$ cat config.mk
export PLATFORM = sky130hd
export DESIGN_NAME = ht_write_top
export DESIGN_NICKNAME = d
export VERILOG_FILES = /design/src/verilog/ht_pkg.sv /design/src/verilog/ht_bucket_match.sv /design/src/verilog/ht_lookup.sv /design/src/verilog/ht_update.sv /design/src/verilog/ht_write_top.sv
export VERILOG_INCLUDE_DIRS = /design/src /design/src/verilog
export SDC_FILE = /design/constraint.sdc
export NUM_CORES = 1
export LEC_CHECK = 0
export BUFFER_PORTS_ARGS = -buffer_cell sky130_fd_sc_hd__clkbuf_2
export CAP_MARGIN = 30
export CORE_ASPECT_RATIO = 2
export CORE_UTILIZATION = 35
export DETAILED_ROUTE_END_ITERATION = 6
export SYNTH_ARGS = -nofsm -noshare
export SYNTH_HDL_FRONTEND = slang
export SYNTH_SLANG_ARGS = --single-unit
$ cat constraint.sdc
create_clock -name clk -period 24.8 [get_ports clk]
set_input_delay 1.24 -clock clk [delete_from_list [all_inputs] [get_ports clk]]
set_output_delay 1.24 -clock clk [all_outputs]
set_load 0.02 [all_outputs]
$ cat src/verilog/ht_params.svh
// widths assume 32-bit keys and one 32-bit header per slot, so a bucket line is 256 bits
`ifndef HT_PARAMS_SVH
`define HT_PARAMS_SVH

// --------------------------------------------------------------------------
// key and header fields
// --------------------------------------------------------------------------

// key zero is reserved and marks an empty slot
`define HT_KEY_W 32

// value length in bytes
`define HT_PLEN_W 11

// value pointer handed out by the allocator
`define HT_PADDR_W 21

// --------------------------------------------------------------------------
// bucket geometry
// --------------------------------------------------------------------------

`define HT_SLOTS 4
`define HT_MADDR_W 10

// sizes are compared in granules of this many bytes
`define HT_LEN_ROUND 8

`endif

$ cat src/verilog/ht_pkg.sv
// shared types for the write stage; field layout of a slot is key in the upper word, header below
`include "ht_params.svh"

package ht_pkg;

	typedef enum logic [3:0] {
		op_get    = 4'd0,
		op_set    = 4'd1,
		op_delete = 4'd2
	} opcode_e;

	typedef enum logic [1:0] {
		st_ok         = 2'd0,
		st_not_found  = 2'd1,
		st_table_full = 2'd2
	} status_e;

	typedef enum logic [2:0] {
		upd_idle,
		upd_decide,
		upd_wait_alloc,
		upd_write,
		upd_respond
	} upd_state_e;

	typedef logic [$clog2(`HT_SLOTS)-1:0] slot_idx_t;

	// ----------------------------------------------------------------------
	// memory line layout
	// ----------------------------------------------------------------------

	typedef struct packed {
		logic [`HT_PLEN_W-1:0]  len;
		logic [`HT_PADDR_W-1:0] ptr;
	} header_t;

	typedef struct packed {
		logic [`HT_KEY_W-1:0] key;
		header_t              hdr;
	} slot_t;

	typedef slot_t [`HT_SLOTS-1:0] line_t;

	// ----------------------------------------------------------------------
	// streams
	// ----------------------------------------------------------------------

	typedef struct packed {
		opcode_e                opcode;
		logic [`HT_KEY_W-1:0]   key;
		logic [`HT_PLEN_W-1:0]  len;
		logic [`HT_MADDR_W-1:0] hash1;
		logic [`HT_MADDR_W-1:0] hash2;
	} request_t;

	typedef struct packed {
		logic [`HT_PADDR_W-1:0] ptr;
		logic [`HT_PLEN_W-1:0]  len;
	} free_t;

	typedef struct packed {
		logic [`HT_KEY_W-1:0] key;
		opcode_e              opcode;
		status_e              status;
		header_t              hdr;
	} response_t;

	// found wins over avail; addr, idx and line describe the target slot
	typedef struct packed {
		request_t               req;
		logic                   found;
		logic                   avail;
		logic [`HT_MADDR_W-1:0] addr;
		slot_idx_t              idx;
		line_t                  line;
	} lookup_t;

endpackage

$ cat src/verilog/ht_bucket_match.sv
// purely combinational; a zero key never reports a hit, and the lowest slot index wins
`timescale 1ns/100ps
`include "ht_params.svh"

module ht_bucket_match
	import ht_pkg::*;
(
	input  line_t                line,
	input  logic [`HT_KEY_W-1:0] key,
	output logic                 hit,
	output slot_idx_t            hit_idx,
	output logic                 has_empty,
	output slot_idx_t            empty_idx
);

	// walk downward so the lowest matching slot is the last one assigned
	always_comb begin
		hit       = 1'b0;
		hit_idx   = '0;
		has_empty = 1'b0;
		empty_idx = '0;
		for (int i = `HT_SLOTS - 1; i >= 0; i--) begin
			if (line[i].key == key && key != '0) begin
				hit     = 1'b1;
				hit_idx = slot_idx_t'(i);
			end
			if (line[i].key == '0) begin
				has_empty = 1'b1;
				empty_idx = slot_idx_t'(i);
			end
		end
	end

endmodule

$ cat src/verilog/ht_lookup.sv
// holds one request at a time; memory must return the hash1 line first, then the hash2 line
`timescale 1ns/100ps
`include "ht_params.svh"

module ht_lookup
	import ht_pkg::*;
(
	input  logic     clk,
	input  logic     rst,
	input  request_t req,
	input  logic     req_valid,
	output logic     req_ready,
	input  line_t    rd_data,
	input  logic     rd_valid,
	output logic     rd_ready,
	output lookup_t  look,
	output logic     look_valid,
	input  logic     look_ready
);

	typedef enum logic [1:0] {
		lk_idle,
		lk_rd1,
		lk_rd2,
		lk_out
	} lk_state_e;

	lk_state_e state;
	request_t  req_q;
	line_t     line1;
	line_t     line2;

	logic      hit1, hit2;
	logic      empty1, empty2;
	slot_idx_t hit_idx1, hit_idx2;
	slot_idx_t empty_idx1, empty_idx2;

	// --------------------------------------------------------------------------
	// request capture and the two read beats
	// --------------------------------------------------------------------------

	always_ff @(posedge clk) begin
		if (rst) begin
			state      <= lk_idle;
			req_ready  <= 1'b0;
			rd_ready   <= 1'b0;
			look_valid <= 1'b0;
		end else begin
			case (state)
				lk_idle: begin
					req_ready <= 1'b1;
					if (req_valid && req_ready) begin
						req_q     <= req;
						req_ready <= 1'b0;
						rd_ready  <= 1'b1;
						state     <= lk_rd1;
					end
				end
				lk_rd1: begin
					if (rd_valid && rd_ready) begin
						line1 <= rd_data;
						state <= lk_rd2;
					end
				end
				lk_rd2: begin
					if (rd_valid && rd_ready) begin
						line2      <= rd_data;
						rd_ready   <= 1'b0;
						look_valid <= 1'b1;
						state      <= lk_out;
					end
				end
				default: begin
					if (look_ready) begin
						look_valid <= 1'b0;
						state      <= lk_idle;
					end
				end
			endcase
		end
	end

	ht_bucket_match u_match1 (
		.line      (line1),
		.key       (req_q.key),
		.hit       (hit1),
		.hit_idx   (hit_idx1),
		.has_empty (empty1),
		.empty_idx (empty_idx1)
	);

	ht_bucket_match u_match2 (
		.line      (line2),
		.key       (req_q.key),
		.hit       (hit2),
		.hit_idx   (hit_idx2),
		.has_empty (empty2),
		.empty_idx (empty_idx2)
	);

	// a hit anywhere beats a free slot; hash1 beats hash2 at each level
	always_comb begin
		look.req   = req_q;
		look.found = 1'b0;
		look.avail = 1'b0;
		look.addr  = req_q.hash1;
		look.idx   = '0;
		look.line  = line1;
		if (hit1) begin
			look.found = 1'b1;
			look.idx   = hit_idx1;
		end else if (hit2) begin
			look.found = 1'b1;
			look.addr  = req_q.hash2;
			look.idx   = hit_idx2;
			look.line  = line2;
		end else if (empty1) begin
			look.avail = 1'b1;
			look.idx   = empty_idx1;
		end else if (empty2) begin
			look.avail = 1'b1;
			look.addr  = req_q.hash2;
			look.idx   = empty_idx2;
			look.line  = line2;
		end
	end

endmodule

$ cat src/verilog/ht_update.sv
// one lookup record at a time; a new write waits until the previous write-back and free are taken
`timescale 1ns/100ps
`include "ht_params.svh"

module ht_update
	import ht_pkg::*;
(
	input  logic                   clk,
	input  logic                   rst,
	input  lookup_t                look,
	input  logic                   look_valid,
	output logic                   look_ready,
	output logic [15:0]            alloc_req_size,
	output logic                   alloc_req_valid,
	input  logic                   alloc_req_ready,
	input  logic [`HT_PADDR_W-1:0] alloc_ptr,
	input  logic                   alloc_valid,
	output logic                   alloc_ready,
	output free_t                  free,
	output logic                   free_valid,
	input  logic                   free_ready,
	output line_t                  wr_data,
	output logic                   wr_valid,
	input  logic                   wr_ready,
	output logic [`HT_MADDR_W-1:0] wrcmd_addr,
	output logic                   wrcmd_valid,
	input  logic                   wrcmd_ready,
	output response_t              resp,
	output logic                   resp_valid,
	input  logic                   resp_ready
);

	upd_state_e state;
	lookup_t    cur;
	slot_t      new_slot;
	header_t    old_hdr;
	line_t      merged;
	logic       same_size;

	// length rounded up to whole granules
	function automatic logic [`HT_PLEN_W:0] granules(input logic [`HT_PLEN_W-1:0] len);
		return ({1'b0, len} + (`HT_LEN_ROUND - 1)) / `HT_LEN_ROUND;
	endfunction

	assign old_hdr     = cur.line[cur.idx].hdr;
	assign same_size   = granules(old_hdr.len) == granules(cur.req.len);
	assign alloc_ready = (state == upd_wait_alloc);

	always_comb begin
		merged          = cur.line;
		merged[cur.idx] = new_slot;
	end

	always_ff @(posedge clk) begin
		if (rst) begin
			state           <= upd_idle;
			look_ready      <= 1'b0;
			alloc_req_valid <= 1'b0;
			free_valid      <= 1'b0;
			wr_valid        <= 1'b0;
			wrcmd_valid     <= 1'b0;
			resp_valid      <= 1'b0;
		end else begin
			// ------------------------------------------------------------------
			// each output stream drops valid on its own transfer
			// ------------------------------------------------------------------
			if (alloc_req_valid && alloc_req_ready)
				alloc_req_valid <= 1'b0;
			if (free_valid && free_ready)
				free_valid <= 1'b0;
			if (wr_valid && wr_ready)
				wr_valid <= 1'b0;
			if (wrcmd_valid && wrcmd_ready)
				wrcmd_valid <= 1'b0;
			if (resp_valid && resp_ready)
				resp_valid <= 1'b0;

			case (state)
				upd_idle: begin
					if (look_valid && look_ready) begin
						cur        <= look;
						look_ready <= 1'b0;
						state      <= upd_decide;
					end else begin
						look_ready <= 1'b1;
					end
				end

				upd_decide: begin
					resp.key    <= cur.req.key;
					resp.opcode <= cur.req.opcode;
					resp.status <= st_ok;
					resp.hdr    <= old_hdr;
					new_slot    <= '{key: cur.req.key, hdr: old_hdr};
					case (cur.req.opcode)
						op_set: begin
							if (cur.found && same_size) begin
								state <= upd_write;
							end else if (cur.found || cur.avail) begin
								// resized value gives its old block back first
								if (cur.found) begin
									free       <= '{ptr: old_hdr.ptr, len: old_hdr.len};
									free_valid <= 1'b1;
								end
								alloc_req_size  <= 16'(cur.req.len);
								alloc_req_valid <= 1'b1;
								state           <= upd_wait_alloc;
							end else begin
								resp.status <= st_table_full;
								resp.hdr    <= '0;
								resp_valid  <= 1'b1;
								state       <= upd_respond;
							end
						end
						op_delete: begin
							if (cur.found) begin
								new_slot   <= '0;
								free       <= '{ptr: old_hdr.ptr, len: old_hdr.len};
								free_valid <= 1'b1;
								state      <= upd_write;
							end else begin
								resp.status <= st_not_found;
								resp.hdr    <= '0;
								resp_valid  <= 1'b1;
								state       <= upd_respond;
							end
						end
						default: begin
							// get, answered straight from the lookup
							if (!cur.found) begin
								resp.status <= st_not_found;
								resp.hdr    <= '0;
							end
							resp_valid <= 1'b1;
							state      <= upd_respond;
						end
					endcase
				end

				upd_wait_alloc: begin
					if (alloc_valid) begin
						new_slot.hdr <= '{len: cur.req.len, ptr: alloc_ptr};
						resp.hdr     <= '{len: cur.req.len, ptr: alloc_ptr};
						state        <= upd_write;
					end
				end

				upd_write: begin
					if (!wr_valid && !wrcmd_valid && !free_valid) begin
						wr_data     <= merged;
						wr_valid    <= 1'b1;
						wrcmd_addr  <= cur.addr;
						wrcmd_valid <= 1'b1;
						resp_valid  <= 1'b1;
						state       <= upd_respond;
					end
				end

				upd_respond: begin
					if (resp_valid && resp_ready)
						state <= upd_idle;
				end

				default: state <= upd_idle;
			endcase
		end
	end

endmodule

$ cat src/verilog/ht_write_top.sv
// no pipelining; a request is taken only after the previous lookup record has moved on
`timescale 1ns/100ps
`include "ht_params.svh"

module ht_write_top
	import ht_pkg::*;
(
	input  logic                   clk,
	input  logic                   rst,

	input  request_t               req,
	input  logic                   req_valid,
	output logic                   req_ready,

	input  line_t                  rd_data,
	input  logic                   rd_valid,
	output logic                   rd_ready,

	output line_t                  wr_data,
	output logic                   wr_valid,
	input  logic                   wr_ready,
	output logic [`HT_MADDR_W-1:0] wrcmd_addr,
	output logic                   wrcmd_valid,
	input  logic                   wrcmd_ready,

	output logic [15:0]            alloc_req_size,
	output logic                   alloc_req_valid,
	input  logic                   alloc_req_ready,
	input  logic [`HT_PADDR_W-1:0] alloc_ptr,
	input  logic                   alloc_valid,
	output logic                   alloc_ready,

	output free_t                  free,
	output logic                   free_valid,
	input  logic                   free_ready,

	output response_t              resp,
	output logic                   resp_valid,
	input  logic                   resp_ready
);

	lookup_t look;
	logic    look_valid;
	logic    look_ready;

	ht_lookup u_lookup (
		.clk        (clk),
		.rst        (rst),
		.req        (req),
		.req_valid  (req_valid),
		.req_ready  (req_ready),
		.rd_data    (rd_data),
		.rd_valid   (rd_valid),
		.rd_ready   (rd_ready),
		.look       (look),
		.look_valid (look_valid),
		.look_ready (look_ready)
	);

	ht_update u_update (
		.clk             (clk),
		.rst             (rst),
		.look            (look),
		.look_valid      (look_valid),
		.look_ready      (look_ready),
		.alloc_req_size  (alloc_req_size),
		.alloc_req_valid (alloc_req_valid),
		.alloc_req_ready (alloc_req_ready),
		.alloc_ptr       (alloc_ptr),
		.alloc_valid     (alloc_valid),
		.alloc_ready     (alloc_ready),
		.free            (free),
		.free_valid      (free_valid),
		.free_ready      (free_ready),
		.wr_data         (wr_data),
		.wr_valid        (wr_valid),
		.wr_ready        (wr_ready),
		.wrcmd_addr      (wrcmd_addr),
		.wrcmd_valid     (wrcmd_valid),
		.wrcmd_ready     (wrcmd_ready),
		.resp            (resp),
		.resp_valid      (resp_valid),
		.resp_ready      (resp_ready)
	);

endmodule

=== Yosys cells after proc, flatten, opt, wreduce, memory -nomap -nowiden ===
Index checks and enable logic that the tools add are counted.
Widths: inputs -> output; s select.

* Bits of input ports: 354
* Output and inout bits: 392
* Memories kept: 0
* Word-level logic and storage cells: 277
* Bits in writable memories: 0
* Latch bits: 0
* ROM bits: 0
* Register bits after elaboration: 1353

* Multiply operators: 0
* Bitwise gates (word level): 3
* Reduce and logical (&&, ||, !) cells: 55
* Add/sub/neg operators: 2
* Magnitude comparators: 2
* Mux-type cells: 106
* Divide/modulo/power cells: 0
* Equality and inequality tests: 26
* Shifts and indexed selects: 0

{| class="wikitable"
|+ Operator list
! cell !! count
|-
| $mux 256 || 2
|-
| $mux 269 || 1
|-
| $mux 268 || 1
|-
| $bwmux 256 || 1
|-
| $eq 32x32->1 || 8
|-
| $logic_not 32->1 || 8
|-
| $mux 64 || 3
|-
| $pmux 32 s2 || 3
|-
| $mux 32 || 5
|-
| $bmux 64 s2 || 1
|-
| $demux 64 s2 || 1
|-
| $mux 34 || 3
|-
| $mux 1 || 45
|-
| $mux 2 || 22
|-
| $mux 33 || 1
|-
| $reduce_bool 32->1 || 1
|-
| $add 11x3->12 const B || 2
|-
| $reduce_and 3->1 || 8
|-
| $mux 3 || 7
|-
| $logic_and 1x1->1 || 20
|-
| $mux 10 || 2
|-
| $pmux 3 s5 || 1
|-
| $ne 2x1->1 const B || 7
|-
| $eq 12x12->1 || 1
|-
| 24 further kinds || 40
|}

=== Depth between registers and ports, before layout ===
* Depth in word-level cells: 9
* Depth in mapped cells: 13
* Depth with buffers taken out: 11

=== Modules after synthesis ===
Synthesis repeated with hierarchy kept, for this count alone.

* Cell total of the unflattened synthesis: 2948
* Area total of the unflattened synthesis: 54587.4 um^2

{| class="wikitable"
|+ Modules (own cells, without submodules)
! module !! seq. area each (um^2) !! area each (um^2) !! instances !! cells an instance
|-
| ht_update || 23002.1 || 28507.3 || 1 || 1478
|-
| ht_lookup || 17486.8 || 22096.2 || 1 || 928
|-
| ht_bucket_match || 0.0 || 1991.9 || 2 || 271
|}

=== Least setup slack after synthesis ===
No wires, ideal clock.

* Path kind: input-to-reg
* Start: input rst
* End: register u_update.cur[0] in the netlist's numbering, enable pin
* Cell stages on the path: 2
* Library setup time: 1384 ps
* Data required time: 23416 ps
* Arrival time: 22797 ps
* Path buffers: 1
* Path slack: 619 ps
* Cells stage by stage: clkbuf_1 > nor3_1

* Word-level cells in the longest chain between the ends: 2

{| class="wikitable"
|+ Ends and longest elaborated chain
! what !! RTL line !! text
|-
| start: declaration || ht_write_top.sv:9 || <nowiki>input logic rst,</nowiki>
|-
| $not 1->1 (no line) || - ||
|-
| $reduce_and 3->1 (no line) || - ||
|-
| end signal: assignment || ht_update.sv:81 || <nowiki>cur <= look;</nowiki>
|-
| end: declaration || ht_update.sv:34 || <nowiki>lookup_t cur;</nowiki>
|}

Every way passes these cells.
A chain may end at the register's enable or synchronous reset.

==> results.toml <==
[placed_design]
numPlacedInstances = 5390
dp_hpwl_mm = 142
gp_congestion = 1.02
io_buffers = 740
preCtsSetupSlack_ns = 19.35

[floorplan]
initial_core_util_pct = 35.2
die_w_um = 278
die-area_um2 = 154000
pin_count = 746
num_rows = 202
core-area_um2 = 151000
die_y_um = 553

[timing]
hold_viol = 0
tns_ns = 0
rsz0062_at_grt = "false"
fin_ws_ns = 19.30
maxSlewHeadroom_pct = 28.9
drv_slew = 0
skew_ns = 0.0408
setup_viol = 0
period_share_pct = 22.2
tightest_slew_ns = 1.06
layout_min_cycle_time_ns = 5.50
fmax_mhz = 182

[setup_path]
r2r_slack_ns = 19.30
critPathKind = "reg2reg"
crit_fanout = 133
r2r_start = "u_lookup.look[308]"
start_kind = "flop"
required_ns = 25.26
reg2reg_to = "u_update.cur[264]"
r2r_cells = 9
cp.arrival_ns = 5.95
worst_setup_path_end_kind = "flop"

[clock_network]
root_buffer = "clkbuf_16"
post_cts_buffers = 0
cts_resized = 0
clock_latency_ns = 0.74
cts_tree = "done"
htree_levels = 3
clk_path_buf_depth = 3
hold_buffers = 0
numCtsBuffers = 120
numClockSinks = 1353
clk_pin_slew_ns = 0.07

[power]
power.leakage_nw = 21.9
vdd_drop_max_uv = 62.6
power.density_nw_per_um2 = 73.7

[hold_path]
hp-start = "u_lookup.look[297]"
holdPathEnd = "u_update.cur[297]"
hold_depth = 0
hold_path.class = "reg2reg"

[finish]
syn_to_final_growth_pct = 19.1
nNetsFinal = 3944
layout_common_cells = "edfxtp_1 (1339), clkbuf_2 (742), mux2_1 (266)"
drive_gt1_share_pct = 35.5
final_common_cell = "edfxtp_1"
stdcell_count = 5637

[status]
outcome = "finished clean"

[synthesis]
ys_seq_elements = 1353
yosys.area_share.simple_pct = 3.80
ys_types = 69
ys_warn_count = 0
synth_mux_area_share_pct = 12.5
synth_xor_area_share_pct = 4.39
synthArstFlopShare_pct = 0
synthAdderAreaFrac_pct = 0.0705
mappedNetlistArea_um2 = 53200
syn_area_per_cell_um2 = 19.1
ys_seq_area_share_pct = 76.1
syn_inst = 2779
synth_top_family_by_area = "multiplexers"
synth_ff_type = "edfxtp_1"
synth_compound_gate_area_share_pct = 1.75
synth_enable_flop_cells = 1339

[route]
dr_total_vias = 29700
ant_nets = 0
wl_per_cell_um = 34.7
dr.max_layer_used = "met5"
drt-met1-wl_mm = 66.7
drc = 0
dr.pass1.iters = 5
routed_wl_mm = 195
vias_per_cell = 5.27
wl_met3_mm = 12.1
drt_iter0_markers = 2389
dr_wl_met2_mm = 100

[global_routing]
gr-usage-all-layers_pct = 25.0
grt_pass1_vias = 30800
grt_max_degree = 141
antenna_found_initial = 24
overflow = 0
grt_pass1_wl_mm = 259

[flow_run]
cap_violations = 0
-- synthesized netlist by cell type, types with 22 or more instances --
cell	instances	area, um^2
edfxtp_1	1339	40200
mux2_1	266	3000
xor2_1	261	2290
mux2_2	258	2910
nor4_1	139	870
a22o_1	58	508
clkbuf_1	46	173
nand4_1	39	244
buf_2	37	185
nor2_1	33	124
and2_1	32	200
mux4_2	29	653
nand2_1	23	86.3
buf_4	22	165
-- cell families after synthesis --
family / after synthesis
flops: 1353
mux: 560
simple gates: 337
xor+xnor: 267
buf+inv: 135
compound gates: 123
fa+ha+maj: 3
other cells: 1
-- registers in the layout (all words and copies together) (netlist names), 2 cells and up --
| register | flops |
|---|---|
| u_lookup.look | 67 |
| u_update.resp | 70 |
| u_update.cur | 317 |
| u_update.new_slot | 64 |
| u_update.free | 32 |
| u_update.state | 3 |
| u_update.alloc_req_size | 11 |
| u_update.wr_data | 256 |
| u_lookup.state | 2 |
| u_lookup.line2 | 256 |
| u_lookup.line1 | 256 |
| u_update.wrcmd_addr | 10 |
-- where the power goes --
group / switching [mW] / leakage [nW] / internal, mW
logic: 0.120 / 7.83 / 0.0521
registers: 0.0285 / 12.2 / 2.52
clock network: 0.884 / 1.95 / 1.06
total: 1.03 / 21.9 / 3.63
-- metal layers --
layer	global-route usage, %	vias to the layer above
met5	0	-
li1	-	12600
met2	44.5	1507
met4	18.0	16
met3	4.67	389
met1	26.3	15200
-- metrics by stage --
| step | util [%] | hold slack (ns) | instance area, um^2 | total power, mW |
|---|---|---|---|---|
| floorplan | - | 0.400 | 53200 | 2.66 |
| global placement | 39.1 | 0.401 | 59200 | 2.77 |
| detailed placement | 39.2 | 0.405 | 59200 | 2.77 |
| CTS | 41.8 | 0.418 | 63200 | 4.71 |
| global route | 41.9 | 0.427 | 63300 | 4.79 |
| finish | 41.9 | 0.420 | 63400 | 4.67 |
-- how the worst max path moves through the flow --
stage                            start                  to  slack (ns)  cells after the start
finish              u_lookup.look[308]   u_update.cur[264]       19.30                      9
global route        u_lookup.look[308]    u_update.cur[67]       19.17                      9
detailed placement                 rst  u_lookup.line2[26]       19.35                      7
CTS                 u_lookup.look[310]   u_update.cur[264]       19.41                      9
floorplan                          rst     u_update.cur[0]        0.62                      2
global placement    u_lookup.look[327]   u_update.cur[138]       19.29                      9
-- layout make-up --
type / count / area (um^2)
Clock buffer: 141 / 3100
Multi-Input combinational cell: 1295 / 12100
Sequential cell: 1353 / 40500
Tap cell: 1938 / 2420
Inverter: 11 / 43.8
Clock inverter: 78 / 892
Fill cell: 13500 / 87800
Antenna cell: 15 / 37.5
Timing Repair Buffer: 806 / 4240
-- worst max-delay path: stages, from the launching register on --
cell,delay [ns]
edfxtp_1,0.65
nor4_1,0.75
nand4_1,0.47
nor2_2,0.57
nor3_1,0.11
or4_1,0.58
o21ai_4,0.15
buf_4,0.60
buf_12,0.67
mux2_1,0.39
(Power assumes the default switching activity.)
